`src/hw/carbon_mini_defs.svh`:
```
/* Fixed widths, CSR and MMIO addresses and reset values for the carbon_mini system.
   Included by the package and by every module that needs a width or an address. */
`ifndef CARBON_MINI_DEFS_SVH
`define CARBON_MINI_DEFS_SVH

// Widths
`define CM_PROG_AW   6
`define CM_INSN_W    16
`define CM_DATA_W    8
`define CM_OPCODE_W  4
`define CM_CSR_AW    7
`define CM_MMIO_AW   3

// CSR map and reset values
`define CM_CSR_MODEFLAGS  7'd0
`define CM_MODE_RESET     1'b1

// MMIO store addresses
`define CM_MMIO_SIG0      3'd0
`define CM_MMIO_SIG1      3'd1
`define CM_MMIO_SIG2      3'd2
`define CM_MMIO_SIG3      3'd3
`define CM_MMIO_POWEROFF  3'd4

`endif

```
`src/hw/carbon_mini_pkg.sv`:
```
/* Shared enums and packed structs of the carbon_mini system.
   Compiled first and imported by the RTL and the testbench. */
`include "carbon_mini_defs.svh"

package carbon_mini_pkg;

  // Opcode field, bits 15 to 12 of an instruction
  typedef enum logic [`CM_OPCODE_W-1:0] {
    OP_NOP  = 4'h0,
    OP_LDI  = 4'h1,
    OP_ADD  = 4'h2,
    OP_XOR  = 4'h3,
    OP_MUL  = 4'h4,
    OP_STO  = 4'h5,
    OP_JMP  = 4'h6,
    OP_JNZ  = 4'h7,
    OP_HALT = 4'hf
  } opcode_e;

  typedef enum logic [1:0] {
    INIT_MODE,
    INIT_WAIT,
    INIT_DONE
  } init_state_e;

  typedef struct packed {
    logic                  valid;
    opcode_e               op;
    logic [`CM_DATA_W-1:0] operand;
  } decoded_t;

  // All enables are one-cycle strobes
  typedef struct packed {
    logic                   acc_we;
    logic [`CM_DATA_W-1:0]  acc_next;
    logic                   store_en;
    logic [`CM_MMIO_AW-1:0] store_addr;
    logic [`CM_DATA_W-1:0]  store_data;
    logic                   branch_en;
    logic [`CM_PROG_AW-1:0] branch_target;
    logic                   halt;
  } exec_t;

  typedef struct packed {
    logic                  valid;
    logic [`CM_CSR_AW-1:0] addr;
    logic [`CM_DATA_W-1:0] data;
  } csr_req_t;

  typedef struct packed {
    logic                   valid;
    logic [`CM_MMIO_AW-1:0] addr;
    logic [`CM_DATA_W-1:0]  data;
  } mmio_req_t;

endpackage : carbon_mini_pkg

```
`src/hw/carbon_mini_top.sv`:
```
/* Top of the carbon_mini system: init sequencer, three-stage accumulator CPU and MMIO.
   Programs come in through the load port; signature and poweroff report the result. */
`timescale 1ns/1ps
`include "carbon_mini_defs.svh"

module carbon_mini_top import carbon_mini_pkg::*; (
  input  logic                   clk,
  input  logic                   rst_n,
  input  logic                   load_en,
  input  logic [`CM_PROG_AW-1:0] load_addr,
  input  logic [`CM_INSN_W-1:0]  load_data,
  input  logic                   strict_boot,
  output logic [31:0]            signature,
  output logic                   poweroff,
  output logic                   running
);

  csr_req_t               csr;
  logic                   run_release;
  decoded_t               dec;
  exec_t                  ex;
  logic [`CM_DATA_W-1:0]  acc;
  logic                   mode_strict;
  logic                   branch_en;
  logic [`CM_PROG_AW-1:0] branch_target;
  mmio_req_t              mmio;

  // --------------------
  // Boot control

  sys_init_seq u_init (
    .clk         (clk),
    .rst_n       (rst_n),
    .strict_boot (strict_boot),
    .csr         (csr),
    .run_release (run_release)
  );

  // --------------------
  // CPU

  cpu_decode u_decode (
    .clk           (clk),
    .rst_n         (rst_n),
    .load_en       (load_en),
    .load_addr     (load_addr),
    .load_data     (load_data),
    .running       (running),
    .branch_en     (branch_en),
    .branch_target (branch_target),
    .dec           (dec)
  );

  cpu_execute u_execute (
    .clk         (clk),
    .rst_n       (rst_n),
    .dec         (dec),
    .acc         (acc),
    .mode_strict (mode_strict),
    .ex          (ex)
  );

  cpu_result u_result (
    .clk           (clk),
    .rst_n         (rst_n),
    .ex            (ex),
    .csr           (csr),
    .run_release   (run_release),
    .acc           (acc),
    .mode_strict   (mode_strict),
    .branch_en     (branch_en),
    .branch_target (branch_target),
    .mmio          (mmio),
    .running       (running)
  );

  // --------------------
  // MMIO

  mmio_regs u_mmio (
    .clk       (clk),
    .rst_n     (rst_n),
    .mmio      (mmio),
    .signature (signature),
    .poweroff  (poweroff)
  );

endmodule : carbon_mini_top

```
`src/hw/cpu_decode.sv`:
```
/* Program RAM, program counter and instruction decode of the accumulator CPU.
   Fetches one instruction every three cycles while running is high. */
`timescale 1ns/1ps
`include "carbon_mini_defs.svh"

module cpu_decode import carbon_mini_pkg::*; (
  input  logic                   clk,
  input  logic                   rst_n,
  input  logic                   load_en,
  input  logic [`CM_PROG_AW-1:0] load_addr,
  input  logic [`CM_INSN_W-1:0]  load_data,
  input  logic                   running,
  input  logic                   branch_en,
  input  logic [`CM_PROG_AW-1:0] branch_target,
  output decoded_t               dec
);

  typedef enum logic [1:0] {
    PH_FETCH,
    PH_EXEC,
    PH_RESULT
  } phase_e;

  logic [`CM_INSN_W-1:0]  prog_mem [2**`CM_PROG_AW];
  logic [`CM_PROG_AW-1:0] pc_q;
  logic [`CM_INSN_W-1:0]  insn;
  phase_e                 phase_q;

  // Unknown opcodes become NOP, the operand passes through unchanged
  function automatic decoded_t decode_insn(input logic [`CM_INSN_W-1:0] word);
    decoded_t d;
    d.valid   = 1'b1;
    d.operand = word[`CM_DATA_W-1:0];
    case (word[`CM_INSN_W-1 -: `CM_OPCODE_W])
      OP_LDI, OP_ADD, OP_XOR, OP_MUL, OP_STO, OP_JMP, OP_JNZ, OP_HALT: begin
        d.op = opcode_e'(word[`CM_INSN_W-1 -: `CM_OPCODE_W]);
      end
      default: begin
        d.op = OP_NOP;
      end
    endcase
    return d;
  endfunction

  // --------------------
  // Program RAM

  // Load port is live in reset as well
  always_ff @(posedge clk) begin
    if (load_en) begin
      prog_mem[load_addr] <= load_data;
    end
  end

  assign insn = prog_mem[pc_q];

  // --------------------
  // Phase sequencer and PC

  always_ff @(posedge clk or negedge rst_n) begin
    if (!rst_n) begin
      phase_q <= PH_FETCH;
      pc_q    <= '0;
      dec     <= '0;
    end else begin
      dec.valid <= 1'b0;
      // Branches arrive during the result phase, ahead of the next fetch
      if (branch_en) begin
        pc_q <= branch_target;
      end
      case (phase_q)
        PH_FETCH: begin
          if (running) begin
            dec     <= decode_insn(insn);
            pc_q    <= pc_q + 1'b1;
            phase_q <= PH_EXEC;
          end
        end
        PH_EXEC:   phase_q <= PH_RESULT;
        PH_RESULT: phase_q <= PH_FETCH;
        default:   phase_q <= PH_FETCH;
      endcase
    end
  end

endmodule : cpu_decode

```
`src/hw/cpu_execute.sv`:
```
/* ALU stage of the accumulator CPU.
   Turns each decoded instruction into one registered exec_t result. */
`timescale 1ns/1ps
`include "carbon_mini_defs.svh"

module cpu_execute import carbon_mini_pkg::*; (
  input  logic                  clk,
  input  logic                  rst_n,
  input  decoded_t              dec,
  input  logic [`CM_DATA_W-1:0] acc,
  input  logic                  mode_strict,
  output exec_t                 ex
);

  exec_t                   ex_d;
  logic [2*`CM_DATA_W-1:0] mul_full;

  assign mul_full = acc * dec.operand;

  // --------------------
  // Next state of the accumulator, store and branch

  always_comb begin
    ex_d = '0;
    if (dec.valid) begin
      case (dec.op)
        OP_LDI: begin
          ex_d.acc_we   = 1'b1;
          ex_d.acc_next = dec.operand;
        end
        OP_ADD: begin
          ex_d.acc_we   = 1'b1;
          ex_d.acc_next = acc + dec.operand;
        end
        OP_XOR: begin
          ex_d.acc_we   = 1'b1;
          ex_d.acc_next = acc ^ dec.operand;
        end
        OP_MUL: begin
          // Strict mode turns the multiply into a no-op
          if (!mode_strict) begin
            ex_d.acc_we   = 1'b1;
            ex_d.acc_next = mul_full[`CM_DATA_W-1:0];
          end
        end
        OP_STO: begin
          ex_d.store_en   = 1'b1;
          ex_d.store_addr = dec.operand[`CM_MMIO_AW-1:0];
          ex_d.store_data = acc;
        end
        OP_JMP: begin
          ex_d.branch_en     = 1'b1;
          ex_d.branch_target = dec.operand[`CM_PROG_AW-1:0];
        end
        OP_JNZ: begin
          ex_d.branch_en     = (acc != '0);
          ex_d.branch_target = dec.operand[`CM_PROG_AW-1:0];
        end
        OP_HALT: begin
          ex_d.halt = 1'b1;
        end
        default: begin
        end
      endcase
    end
  end

  // One-cycle result, cleared between instructions
  always_ff @(posedge clk or negedge rst_n) begin
    if (!rst_n) begin
      ex <= '0;
    end else begin
      ex <= ex_d;
    end
  end

endmodule : cpu_execute

```
`src/hw/cpu_result.sv`:
```
/* Result stage of the accumulator CPU.
   Holds acc and the mode CSR, issues stores and branches and decides when the core runs. */
`timescale 1ns/1ps
`include "carbon_mini_defs.svh"

module cpu_result import carbon_mini_pkg::*; (
  input  logic                   clk,
  input  logic                   rst_n,
  input  exec_t                  ex,
  input  csr_req_t               csr,
  input  logic                   run_release,
  output logic [`CM_DATA_W-1:0]  acc,
  output logic                   mode_strict,
  output logic                   branch_en,
  output logic [`CM_PROG_AW-1:0] branch_target,
  output mmio_req_t              mmio,
  output logic                   running
);

  logic stop_q;
  logic stop_set;

  // HALT or a nonzero poweroff store ends the run
  assign stop_set = ex.halt ||
                    (ex.store_en && (ex.store_addr == `CM_MMIO_POWEROFF) &&
                     (ex.store_data != '0));

  // Stores and branches leave in the result phase itself
  assign mmio.valid    = ex.store_en;
  assign mmio.addr     = ex.store_addr;
  assign mmio.data     = ex.store_data;
  assign branch_en     = ex.branch_en;
  assign branch_target = ex.branch_target;

  always_ff @(posedge clk or negedge rst_n) begin
    if (!rst_n) begin
      acc         <= '0;
      mode_strict <= `CM_MODE_RESET;
      stop_q      <= 1'b0;
      running     <= 1'b0;
    end else begin
      if (ex.acc_we) begin
        acc <= ex.acc_next;
      end
      if (csr.valid && (csr.addr == `CM_CSR_MODEFLAGS)) begin
        mode_strict <= csr.data[0];
      end
      if (stop_set) begin
        stop_q <= 1'b1;
      end
      running <= run_release && !stop_q && !stop_set;
    end
  end

endmodule : cpu_result

```
`src/hw/mmio_regs.sv`:
```
/* Memory-mapped signature bytes and sticky poweroff flag.
   Written by CPU stores; everything is ignored once poweroff is set. */
`timescale 1ns/1ps
`include "carbon_mini_defs.svh"

module mmio_regs import carbon_mini_pkg::*; (
  input  logic        clk,
  input  logic        rst_n,
  input  mmio_req_t   mmio,
  output logic [31:0] signature,
  output logic        poweroff
);

  always_ff @(posedge clk or negedge rst_n) begin
    if (!rst_n) begin
      signature <= '0;
      poweroff  <= 1'b0;
    end else if (mmio.valid && !poweroff) begin
      case (mmio.addr)
        `CM_MMIO_SIG0: signature[7:0]   <= mmio.data;
        `CM_MMIO_SIG1: signature[15:8]  <= mmio.data;
        `CM_MMIO_SIG2: signature[23:16] <= mmio.data;
        `CM_MMIO_SIG3: signature[31:24] <= mmio.data;
        `CM_MMIO_POWEROFF: begin
          // Zero writes leave the system running
          if (mmio.data != '0) begin
            poweroff <= 1'b1;
          end
        end
        default: begin
        end
      endcase
    end
  end

endmodule : mmio_regs

```
`src/hw/sys_init_seq.sv`:
```
/* Post-reset init sequencer. Clears the CPU strict mode unless strict_boot is set,
   then releases the core and keeps it released until the next reset. */
`timescale 1ns/1ps
`include "carbon_mini_defs.svh"

module sys_init_seq import carbon_mini_pkg::*; (
  input  logic     clk,
  input  logic     rst_n,
  input  logic     strict_boot,
  output csr_req_t csr,
  output logic     run_release
);

  init_state_e state_q;

  // --------------------
  // Sequence

  always_ff @(posedge clk or negedge rst_n) begin
    if (!rst_n) begin
      state_q <= INIT_MODE;
    end else begin
      case (state_q)
        INIT_MODE: state_q <= INIT_WAIT;
        INIT_WAIT: state_q <= INIT_DONE;
        INIT_DONE: state_q <= INIT_DONE;
        default:   state_q <= INIT_MODE;
      endcase
    end
  end

  // --------------------
  // CSR write and release

  // Mode write is taken on the first edge after reset
  always_comb begin
    csr = '0;
    if ((state_q == INIT_MODE) && !strict_boot) begin
      csr.valid = 1'b1;
      csr.addr  = `CM_CSR_MODEFLAGS;
      csr.data  = '0;
    end
  end

  // Core stays halted until the mode write has settled
  assign run_release = (state_q == INIT_DONE);

endmodule : sys_init_seq

```
`config.mk`:
```
export PLATFORM = sky130hd
export DESIGN_NAME = carbon_mini_top
export DESIGN_NICKNAME = d
export VERILOG_FILES = /design/src/hw/carbon_mini_pkg.sv /design/src/hw/carbon_mini_top.sv /design/src/hw/cpu_decode.sv /design/src/hw/cpu_execute.sv /design/src/hw/cpu_result.sv /design/src/hw/mmio_regs.sv /design/src/hw/sys_init_seq.sv
export VERILOG_INCLUDE_DIRS = /design/src /design/src/hw
export SDC_FILE = /design/constraint.sdc
export NUM_CORES = 1
export LEC_CHECK = 0
export BUFFER_PORTS_ARGS = -buffer_cell sky130_fd_sc_hd__buf_2
export CORE_MARGIN = 2
export CORE_UTILIZATION = 39
export CTS_BUF_LIST = sky130_fd_sc_hd__clkbuf_8
export DETAILED_ROUTE_END_ITERATION = 16
export PLACE_DENSITY_LB_ADDON = 0.1
export RECOVER_POWER = 25
export SYNTH_ARGS = -nofsm -noshare
export SYNTH_HDL_FRONTEND = slang
export SYNTH_SLANG_ARGS = --single-unit
export TNS_END_PERCENT = 5
```
`constraint.sdc`:
```
create_clock -name clk -period 4.4 [get_ports clk]
set_clock_uncertainty 0.05 [all_clocks]
set_input_delay 0.22 -clock clk [delete_from_list [all_inputs] [get_ports clk]]
set_output_delay 0.22 -clock clk [all_outputs]
set_load 0.02 [all_outputs]
```
; ---- Word level (Yosys, flattened, before mapping)
; Memories as Yosys holds them, arrays and structs flattened.
; Cells that the tools add are included.
[word_totals]
rom_bits = 0
output_inout_bits = 34
elab_cells = 96
ram_bits = 1024
mem_count = 1
ff_bits = 96
latch_bits = 0
in_bits = 26
[op_classes]
magnitude_cmp = 0
reduce_logical = 26
n_bitwise = 1
div = 0
n_addsub = 2
n_mul = 1
shift = 0
eq_ne = 24
mux = 18
[mem_list]
columns = name, words, width, read_ports, rd_ports_with_merged_regs, write_ports, line
row1 = u_decode.prog_mem, 64, 16, 1, 0, 1, cpu_decode.sv:24  ; logic [`CM_INSN_W-1:0] prog_mem [2**`CM_PROG_AW];
[op_table]
columns = op, count
row1 = $pmux 9 s4, 1
row2 = $eq 4x3->1 const B, 8
row3 = $mux 29, 1
row4 = $mux 13, 2
row5 = $mux 6, 3
row6 = $eq 4x2->1 const B, 4
row7 = $mux 16, 1
row8 = $reduce_bool 8->1, 2
row9 = $pmux 7 s2, 1
row10 = $mux 12, 1
row11 = $reduce_and 2->1, 5
row12 = $mux 9, 1
row13 = $add 8x8->8, 1
row14 = $eq 4x1->1 const B, 2
row15 = $eq 4x4->1 const B, 2
row16 = $mul 8x8->8, 1
row17 = $pmux 2 s2, 2
row18 = $reduce_or 8->1, 1
row19 = $xor 8x8->8, 1
row20 = $logic_and 1x1->1, 7
row21 = $logic_not 7->1, 1
row22 = $add 6x1->6 const B, 1
row23 = $eq 3x2->1 const B, 2
row24 = $eq 2x1->1 const B, 2
row25 = 13 further kinds, 19

; ---- Logic depth before layout (Yosys ltp)
; Gate-level depths: netlist (run 1).
[depth]
depth_word = 6
mapped_depth = 15
depth_no_buf = 15

; ---- By module
; From an unflattened synthesis (run 1), not the netlist that was laid out.
[hier_totals]
cells_unflattened = 1924
area_unflattened_um2 = 35317.6
[modules_own_cells]
columns = module, area_per_inst_um2, seq_area_each_um2, cells_each, instances
row1 = cpu_decode, 30907.1, 23587.6, 1541, 1
row2 = cpu_execute, 2302.2, 725.7, 235, 1
row3 = mmio_regs, 1285.0, 825.8, 76, 1
row4 = cpu_result, 610.6, 276.5, 49, 1
row5 = sys_init_seq, 212.7, 50.0, 23, 1

; ---- Worst setup path before layout (run 1)
; Ideal clock, no wire load.
[synth_path]
path_kind = flip-flop to flip-flop
startpoint = reg u_decode.dec[2] (netlist name)
endpoint = reg u_execute.ex[27] (netlist name)
path_buffers = 0
required_time_ps = 4217
path_slack_ps = 742
setup_time_ps = 133
arrival_time_ps = 3475
path_stages_with_launch = 15
period_less_slack_ps = 3658
path_cell_list = dfrtp_1 ha_1 fa_1 fa_1 ha_1 inv_1 fa_1 inv_1 ha_1 a21o_1 a21oi_1 xnor2_1 xnor2_1 a22oi_1 a31oi_1

==> results of run 1 <==
[critical path, delay by kind of cell, from the launching register on]
family,cells,cell delay (ps)
adder cells (fa/ha/maj),6,2320
AO/OA/AOI/OAI,4,660
flip-flops,1,550
XOR/XNOR,2,310
buffers and inverters,2,90
[area by class of cell]
class                           instances  area share
Antenna cell                            2   0.0001264
Clock buffer                          164     0.05701
Clock inverter                         96     0.01378
Inverter                               34    0.003223
Multi-Input combinational cell        745      0.2175
Sequential cell                       864      0.6434
Tap cell                             1165     0.03682
Timing Repair Buffer                  156     0.02809
[worst max path at each step]
stage                                startpoint                          to  slack [ps]  cells after the start
CTS                 u_decode.dec[2]$_DFFE_PN0P_  u_execute.ex[27]$_DFF_PN0_         320                     14
detailed placement  u_decode.dec[2]$_DFFE_PN0P_  u_execute.ex[27]$_DFF_PN0_         350                     14
floorplan           u_decode.dec[2]$_DFFE_PN0P_  u_execute.ex[27]$_DFF_PN0_         740                     14
finish              u_decode.dec[2]$_DFFE_PN0P_  u_execute.ex[27]$_DFF_PN0_         320                     14
global placement    u_decode.dec[2]$_DFFE_PN0P_  u_execute.ex[27]$_DFF_PN0_         380                     14
global route        u_decode.dec[2]$_DFFE_PN0P_  u_execute.ex[27]$_DFF_PN0_         100                     14
[synth_stat cells (all sizes together), types with 6 or more instances]
cell type,number
clkbuf,38
mux4,204
nor2,95
nand2b,6
mux2,57
xnor2,19
a31oi,8
nand3,32
a221oi,8
fa,13
nand3b,6
inv,34
nor2b,15
edfxtp,768
a21oi,14
buf,44
nand2,42
nor3,10
ha,26
and2,42
mux2i,54
o21ai,9
a22oi,25
dfrtp,95
[flip-flops by register name (all words and copies together) (netlist names), 2 cells and up]
| name | count |
|---|---|
| u_decode.prog_mem | 768 |
| u_mmio.signature | 32 |
| u_execute.ex | 29 |
| u_decode.dec | 13 |
| u_result.acc | 8 |
| u_decode.pc_q | 6 |
| u_decode.phase_q | 2 |
| u_init.state_q | 2 |
[cells by family after synthesis]
family | share of synthesized area
flops | 0.7364
mux | 0.1670
simple gates | 0.03784
buf+inv | 0.01512
compound gates | 0.02088
fa+ha+maj | 0.01693
xor+xnor | 0.005825
[stage by stage]
stage               instance area, sq um  std cells  hold slack [ps]  total power, W
floorplan                          34580       1725           -125.6         0.01394
global placement                   36730       2957            321.2         0.01625
detailed placement                 36730       2957            320.9         0.01624
CTS                                39620       3224            4.631         0.02323
global route                       39590       3225            63.16         0.02400
finish                             39590       3226            109.8         0.02286
[power by group]
part           total, W  internal [W]  leakage [nW]  switching (W)
clock           0.00688       0.00370          1.60        0.00318
combinational   0.00625       0.00294          3.78        0.00331
sequential      0.00973       0.00918          8.19       0.000557
total            0.0229        0.0158          13.6        0.00705
[per-layer routing]
| layer | GRT usage | vias to the layer above | part of all wire |
|---|---|---|---|
| met3 | 0.04762 | 136 | 0.057 |
| li1 | - | 7463 | - |
| met4 | 0.07013 | 4 | 0.028 |
| met5 | 0 | - | 0.00031 |
| met2 | 0.2963 | 481 | 0.47 |
| met1 | 0.2558 | 9090 | 0.44 |
[layout by cell type, fill, tap and decap left out, types with 10 or more instances in the layout]
master / Yosys / routed
edfxtp_1: 768 / 768
nor2b_1: 15 / 15
nand2_1: 42 / 42
dfrtp_1: 95 / 91
clkbuf_8: 0 / 164
inv_1: 34 / 80
buf_2: 25 / 54
ha_1: 26 / 26
fa_1: 13 / 13
xnor2_1: 19 / 19
a21oi_1: 14 / 14
mux4_2: 204 / 204
clkinv_2: 0 / 10
and2_1: 42 / 42
mux2_2: 57 / 57
mux2i_1: 54 / 54
nand3_1: 32 / 32
clkinv_1: 0 / 26
a22oi_1: 25 / 25
nor2_1: 95 / 92
buf_4: 3 / 80
==> reports/qor.csv, run 1 <==
stage;metric;value;unit
outcome;outcome;finished with violations;
outcome;failed_checks;max-capacitance violations, max-slew violations;
timing;rsz0062_at_grt;no;
timing;timing.fmax;245.2;MHz
layout;final_nets;2015;
worst_setup_path;end_kind;register;
clock_network;clk_pin_slew;60;ps
placement;routabilityCongestion;0.8297;
clock_network;cts_buffers;149;
timing;period_share;0.9269;
floorplan;design.core.area;88100;sq um
power;p_per_area;577.4;nW/um^2
grt;grt_pass1_vias;18040;
logic_synthesis;synthArstFlopShare;0.1111;
grt;grt_usage;0.1887;
routing;final_antenna_net_count;0;
layout;syn_to_final_growth;14.49;%
clock_network;insertion_delay;790;ps
worst_setup_path;r2r-end;u_execute.ex[27]$_DFF_PN0_;
logic_synthesis;synth_top_area_share;0.6669;
worst_setup_path;required;5050;ps
grt;grt_max_degree;65;
routing;wire_per_inst;25.96;um
worst_setup_path;slowest_stage;dfrtp_1;
routing;wirelength;83.76;mm
clock_network;ctsHoldBuffers;7;
layout;multi_input_area;8612;sq um
timing;tns;0;ps
logic_synthesis;synth_area_leaders;edfxtp_1, mux4_2, dfrtp_1;
routing;drt_first_iter_violations;1330;
worst_hold_path;holdPathEnd;u_decode.prog_mem[32][13]$_DFFE_PP_;
placement;port_buffers;55;
routing;dr_total_vias;17170;
worst_setup_path;r2r_slack;320;ps
power;vdd_drop_max;0.3282;mV
routing;via_per_inst;5.324;
logic_synthesis;synth_ff_type;edfxtp_1;
worst_setup_path;critPathKind;register to register;
floorplan;rows;109;
routing;route.detailed.drc;0;
grt;grt_remaining_overflow;0;
routing;dr.pass1.iters;5;
worst_setup_path;start_kind;register;
worst_hold_path;holdPathStages;3;
grt;grt_first_pass_wirelength;122.8;mm
logic_synthesis;ys_types;58;
grt;antenna_found_initial;10;
layout;final_util;0.4494;
layout;drive_gt1_frac;0.2933;
timing;setup-violations-final;0;
power;total_leakage_power;13.56;nW
clock_network;cts_resized;0;
worst_setup_path;worstReg2RegStart;u_decode.dec[2]$_DFFE_PN0P_;
timing;layout_min_cycle_time;4079;ps
run;cap_viol_max_count;9;
logic_synthesis;yosysTopAreaCell;edfxtp_1;
logic_synthesis;ys_ff_latch;864;
clock_network;postCtsSetupBuffers;0;
clock_network;numClockSinks;864;
clock_network;htreeDepth;4;
floorplan;die_h;301.8;um
floorplan;boundaryPins;60;
worst_hold_path;hp-class;input port to register;
logic_synthesis;syn_area;34580;sq um
worst_setup_path;path_cells;ha_1 -> fa_1 -> fa_1 -> ha_1 -> inv_1 -> fa_1 -> inv_1 -> ha_1 -> a21o_1 -> a21oi_1 -> xnor2_1 -> xnor2_1 -> a22oi_1 -> a31oi_1;
timing;setup_ws;321.4;ps
worst_hold_path;hold_start;load_addr[0];
logic_synthesis;synth_edf_count;768;
layout;fillerInstances;7710;
floorplan;dieArea;91070;sq um
worst_setup_path;crit_fanout;10;
floorplan;initial_core_util;0.3925;
logic_synthesis;synthCells;1725;
timing;slew_headroom;-1.154;
placement;dp_slack;346.5;ps
layout;seqCellArea;25480;sq um
timing;tightestPinTransition;3230;ps
logic_synthesis;synth_fp_nets;1790;
placement;post-dp-hpwl;52.17;mm
logic_synthesis;syn_area_per_cell;20.05;sq um
worst_setup_path;slowest_delay;550;ps
clock_network;cts_tree;yes;
clock_network;clockBufferDepth;3;
floorplan;die_w;301.8;um
timing;drv_slew;585;
clock_network;root_buffer;clkbuf_8;
worst_setup_path;cp_data_arrival_time;4720;ps
logic_synthesis;yosysSeqAreaShare;0.7364;
logic_synthesis;ys_warn_count;0;
worst_setup_path;ff2ff_path_depth;14;
timing;hold_viol_final;0;
Power figures use the tool's default switching activity.
==> inputs of run 2 (changes only) <==
--- a/config.mk
+++ b/config.mk
@@ -7,6 +7,7 @@
 export NUM_CORES = 1
 export LEC_CHECK = 0
 export BUFFER_PORTS_ARGS = -buffer_cell sky130_fd_sc_hd__buf_2
+export CORE_ASPECT_RATIO = 1.4
 export CORE_MARGIN = 2
 export CORE_UTILIZATION = 39
 export CTS_BUF_LIST = sky130_fd_sc_hd__clkbuf_8
==> reports/qor.csv, run 2 (synthesis gave the netlist of run 1 again) <==
stage;metric;value;unit
worst_hold_path;hp-class;input port to register;
grt;grt_first_pass_wirelength;125.4;mm
routing;via_per_inst;5.299;
layout;final_cell_count_no_fill;3236;
timing;rsz0062_at_grt;no;
routing;wirelength;85.05;mm
power;share_seq_of_total_power;0.431;
power;combPwrFrac;0.285;
timing;drv_slew;698;
worst_setup_path;required;5020;ps
clock_network;cts_buffers;138;
timing;setup-violations-final;0;
floorplan;die_h;356.3;um
clock_network;htreeDepth;4;
clock_network;insertion_delay;810;ps
layout;top_register;u_decode.prog_mem;
routing;dr.pass1.iters;5;
run;cap_viol_max_count;11;
layout;top_regs;u_decode.prog_mem (768), u_mmio.signature (32), u_execute.ex (29);
grt;grt_usage;0.1910;
grt;grt_remaining_overflow;0;
placement;dp_slack;432.3;ps
routing;dr_total_vias;17150;
clock_network;clk_pin_slew;60;ps
timing;slew_headroom;-1.161;
layout;syn_to_final_growth;14.04;%
power;cell_internal_pwr;0.01535;W
worst_setup_path;end_kind;register;
floorplan;die_w;255.7;um
routing;wire_per_inst;26.28;um
floorplan;initial_core_util;0.3924;
routing;final_antenna_net_count;0;
layout;design_area;39440;sq um
timing;layout_min_cycle_time;3970;ps
grt;grt_pass1_vias;18460;
timing;timing.fmax;251.9;MHz
floorplan;dieArea;91110;sq um
layout;final_nets;2017;
clock_network;clockBufferDepth;3;
worst_setup_path;critPathKind;register to register;
placement;port_buffers;55;
layout;drive_gt1_frac;0.2855;
power;clkPwrFrac;0.284;
timing;setup_ws;430.4;ps
power;total_leakage_power;13.44;nW
power;p_per_area;567.8;nW/um^2
outcome;outcome;finished with violations;
routing;drt_first_iter_violations;1154;
power;p_sw_frac;0.3144;
worst_setup_path;crit_fanout;10;
layout;largest_reg_flops;768;
clock_network;numClockSinks;864;
timing;hold_viol_final;0;
timing;tns;0;ps
placement;dp_cells;2976;
power;vdd_drop_max;0.3976;mV
clock_network;root_buffer;clkbuf_8;
worst_setup_path;cp_data_arrival_time;4590;ps
power;netSwitchingPower;0.007042;W
layout;final_common_cell;edfxtp_1;
worst_setup_path;start_kind;register;
placement;post-dp-hpwl;53.56;mm
grt;antenna_found_initial;4;
routing;route.detailed.drc;0;
timing;tightestPinTransition;3241;ps
clock_network;cts_tree;yes;
timing;period_share;0.9022;
placement;routabilityCongestion;0.8060;
layout;final_cell_mix;edfxtp_1, mux4_2, clkbuf_8, nor2_1, dfrtp_1;
grt;grt_max_degree;65;
floorplan;rows;129;
floorplan;boundaryPins;60;
placement;dpl-instance-area;36810;sq um
outcome;failed_checks;max-capacitance violations, max-slew violations;
floorplan;design.core.area;88130;sq um
run 2: power by group through the flow:
stage                     Sequential [W]  Clock (W)  Combinational [W]
after CTS                        0.00965    0.00660            0.00653
after global routing             0.00969    0.00693            0.00688
final                            0.00964    0.00637            0.00638
after global placement           0.00981          0            0.00646
after detailed placement         0.00981          0            0.00649
after floorplan                  0.00945          0            0.00449
run 2: worst max-delay path, stage by stage (launching register included):
cell     delay (ps)
dfrtp_1         500
ha_1            310
fa_1            450
fa_1            460
ha_1            280
inv_1            40
fa_1            470
inv_1            40
ha_1            300
a21o_1          190
a21oi_1         180
xnor2_1         170
xnor2_1         110
a22oi_1         190
a31oi_1          90
run 2: per-stage QoR:
stage | utilization | hold slack (ps) | power, W
6_report | 0.4475 | 115.5 | 0.02239
5_1_grt | 0.4475 | 73.92 | 0.02350
4_1_cts | 0.4482 | 3.545 | 0.02277
3_5_place_dp | 0.4177 | 234.4 | 0.01631
3_3_place_gp | 0.4177 | 224.9 | 0.01626
2_1_floorplan | - | -125.6 | 0.01394
run 2: final timing paths:
| kind | depth (start not counted) | from | slack, ps | end |
|---|---|---|---|---|
| min | 3 | load_addr[1] | 120 | u_decode.prog_mem[34][14]$_DFFE_PP_ |
| max | 14 | u_decode.dec[2]$_DFFE_PN0P_ | 430 | u_execute.ex[27]$_DFF_PN0_ |
| min reg2reg | 1 | u_decode.phase_q[1]$_DFFE_PN0P_ | 380 | u_decode.phase_q[1]$_DFFE_PN0P_ |
| min in group asynchronous | 4 | rst_n | 780 | u_result.acc[3]$_DFFE_PN0P_ |
| max reg2reg | 14 | u_decode.dec[2]$_DFFE_PN0P_ | 430 | u_execute.ex[27]$_DFF_PN0_ |
| max in group asynchronous | 4 | rst_n | 830 | u_decode.pc_q[0]$_DFF_PN0_ |
run 2: cell type report:
class	instances	area, sq um
fill	7755	48690
sequential	864	25480
multi-input combinational	745	8627
clock buffer	144	1982
tap	1179	1475
timing repair buffer	169	1219
clock inverter	100	531.8
inverter	34	127.6
antenna	1	2.502
run 2: layer usage:
metal	up-vias	GRT usage	routed length [um]
met1	9067	0.2297	33610
met5	-	0	46
met4	6	0.07825	3099
met2	469	0.3307	44010
li1	7457	-	-
met3	149	0.04653	4289
run 2: what timing repair did:
action	in CTS	in global routing
gates resized for setup	0	0
buffers inserted	0	0
setup endpoints to repair	0	0
hold buffers	15	0
hold endpoints to repair	376	0
==> inputs of run 3 (changes only) <==
--- a/config.mk
+++ b/config.mk
@@ -14,6 +14,7 @@
 export DETAILED_ROUTE_END_ITERATION = 16
 export PLACE_DENSITY_LB_ADDON = 0.1
 export RECOVER_POWER = 25
+export REMOVE_ABC_BUFFERS = 1
 export SYNTH_ARGS = -nofsm -noshare
 export SYNTH_HDL_FRONTEND = slang
 export SYNTH_SLANG_ARGS = --single-unit
==> reports/qor.csv, run 3 (synthesis gave the netlist of run 1 again) <==
stage;metric;value;unit
layout;final_common_cell;edfxtp_1;
clock_network;numClockSinks;864;
routing;dr.pass1.iters;5;
clock_network;cts_tree;yes;
clock_network;cts_buffers;135;
timing;hold_viol_final;0;
layout;syn_to_final_growth;13.36;%
routing;drt_first_iter_violations;1352;
worst_setup_path;worst-path-buf-inv;2;
power;p_per_area;557.9;nW/um^2
grt;grt_remaining_overflow;0;
layout;largest_reg_flops;768;
worst_setup_path;end_kind;register;
grt;antenna_found_initial;4;
timing;slew_headroom;-1.048;
floorplan;rows;129;
routing;wirelength;82.50;mm
placement;routabilityCongestion;0.8362;
routing;final_antenna_net_count;0;
worst_hold_path;hold_start;load_addr[4];
worst_setup_path;crit_start;u_result.acc[2]$_DFFE_PN0P_;
floorplan;die_w;255.7;um
worst_setup_path;slowest_stage;dfrtp_1;
layout;final_nets;2005;
timing;tns;0;ps
layout;drive_gt1_frac;0.2808;
routing;via_per_inst;5.292;
layout;multi_input_area;8612;sq um
clock_network;root_buffer;clkbuf_8;
clock_network;postCtsSetupBuffers;0;
outcome;outcome;finished with violations;
grt;grt_pass1_vias;18190;
power;vdd_drop_max;0.2468;mV
floorplan;design.core.area;88130;sq um
layout;seqCellArea;25480;sq um
layout;fillerInstances;7724;
routing;wire_per_inst;25.68;um
clock_network;htreeDepth;4;
worst_setup_path;cp_data_arrival_time;4690;ps
timing;period_share;0.9121;
layout;final_util;0.4449;
timing;timing.fmax;249.2;MHz
floorplan;dieArea;91110;sq um
layout;final_cell_mix;edfxtp_1, mux4_2, clkbuf_8, nor2_1, dfrtp_1;
worst_setup_path;crit_fanout;9;
layout;top_regs;u_decode.prog_mem (768), u_mmio.signature (32), u_execute.ex (29);
layout;top_register;u_decode.prog_mem;
outcome;failed_checks;max-capacitance violations, max-slew violations;
clock_network;clockBufferDepth;3;
worst_setup_path;required;5080;ps
worst_setup_path;critPathKind;register to register;
floorplan;initial_core_util;0.3924;
timing;rsz0062_at_grt;no;
clock_network;cts_resized;0;
worst_setup_path;start_kind;register;
worst_setup_path;critical_path.top_delay_family;adder cells;
placement;dp_slack;341.5;ps
timing;layout_min_cycle_time;4013;ps
timing;holdWs;138.1;ps
grt;grt_usage;0.1855;
routing;route.detailed.drc;0;
floorplan;boundaryPins;60;
timing;tightestPinTransition;3072;ps
floorplan;die_h;356.3;um
timing;drv_slew;455;
grt;grt_max_degree;65;
worst_setup_path;slowest_delay;510;ps
grt;grt_first_pass_wirelength;121.7;mm
placement;post-dp-hpwl;52.41;mm
timing;setup-violations-final;0;
routing;dr_total_vias;17000;
power;total_leakage_power;13.34;nW
worst_hold_path;hp-class;input port to register;
worst_setup_path;path_cells;ha_1 -> fa_1 -> fa_1 -> ha_1 -> inv_1 -> fa_1 -> inv_1 -> ha_1 -> a21o_1 -> a21oi_1 -> xnor2_1 -> xnor2_1 -> a22oi_1 -> a31oi_1;
placement;dp_cells;2967;
timing;setup_ws;386.7;ps
placement;port_buffers;55;
clock_network;clk_pin_slew;60;ps
run;cap_viol_max_count;7;
clock_network;insertion_delay;820;ps
worst_setup_path;worstReg2RegStart;u_result.acc[2]$_DFFE_PN0P_;
clock_network;ctsHoldBuffers;15;
layout;final_cell_count_no_fill;3212;
## run 3: changes by cell type in the layout (fill, tap and decap cells not counted), moves of 4 or more
cell | previous run | this run
clkinv_1 | 35 | 21
clkbuf_8 | 144 | 136
inv_1 | 75 | 83
buf_4 | 85 | 79
clkbuf_1 | 12 | 8
## run 3: cell type report
cell class | instances | share of cell area
clock buffer | 136 | 0.04774
clock inverter | 91 | 0.01031
tap | 1179 | 0.03763
sequential | 864 | 0.6498
timing repair buffer | 160 | 0.03140
inverter | 34 | 0.003255
antenna | 3 | 0.0001915
multi-input combinational | 745 | 0.2197
## run 3: power breakdown
part	internal, W	switching [W]	leakage, nW	total (W)
sequential	0.00917	0.000543	8.19	0.00971
combinational	0.00295	0.00331	3.82	0.00627
clock	0.00287	0.00303	1.33	0.00589
total	0.0150	0.00688	13.3	0.0219
## run 3: final timing paths
path	to	slack, ps	cells after the start
worst min register to register	u_decode.phase_q[1]$_DFFE_PN0P_	380	1
worst max-delay path	u_execute.ex[27]$_DFF_PN0_	390	14
max in group asynchronous	u_decode.dec[3]$_DFFE_PN0P_	3100	4
worst min-delay path	u_decode.prog_mem[26][15]$_DFFE_PP_	140	3
worst max register to register	u_execute.ex[27]$_DFF_PN0_	390	14
min in group asynchronous	u_result.mode_strict$_DFFE_PN1P_	680	3
## run 3: through the flow
stage | total power (W) | cell area, sq um
3_5_place_dp | 0.01627 | 36770
4_1_cts | 0.02225 | 39210
6_report | 0.02187 | 39210
2_1_floorplan | 0.01430 | 34190
3_3_place_gp | 0.01623 | 36770
5_1_grt | 0.02297 | 39210
## run 3: worst min-delay path, cell delays in order
cell	delay, ps
buf_2	190
nand3b_1	290
nor2_1	110
## run 3: metal layers
| metal | up-vias | GRT usage | wire [um] |
|---|---|---|---|
| met4 | 2 | 0.08047 | 3017 |
| met1 | 8976 | 0.2197 | 32430 |
| li1 | 7425 | - | - |
| met2 | 448 | 0.3280 | 43160 |
| met3 | 146 | 0.03851 | 3882 |
| met5 | - | 0 | 13 |
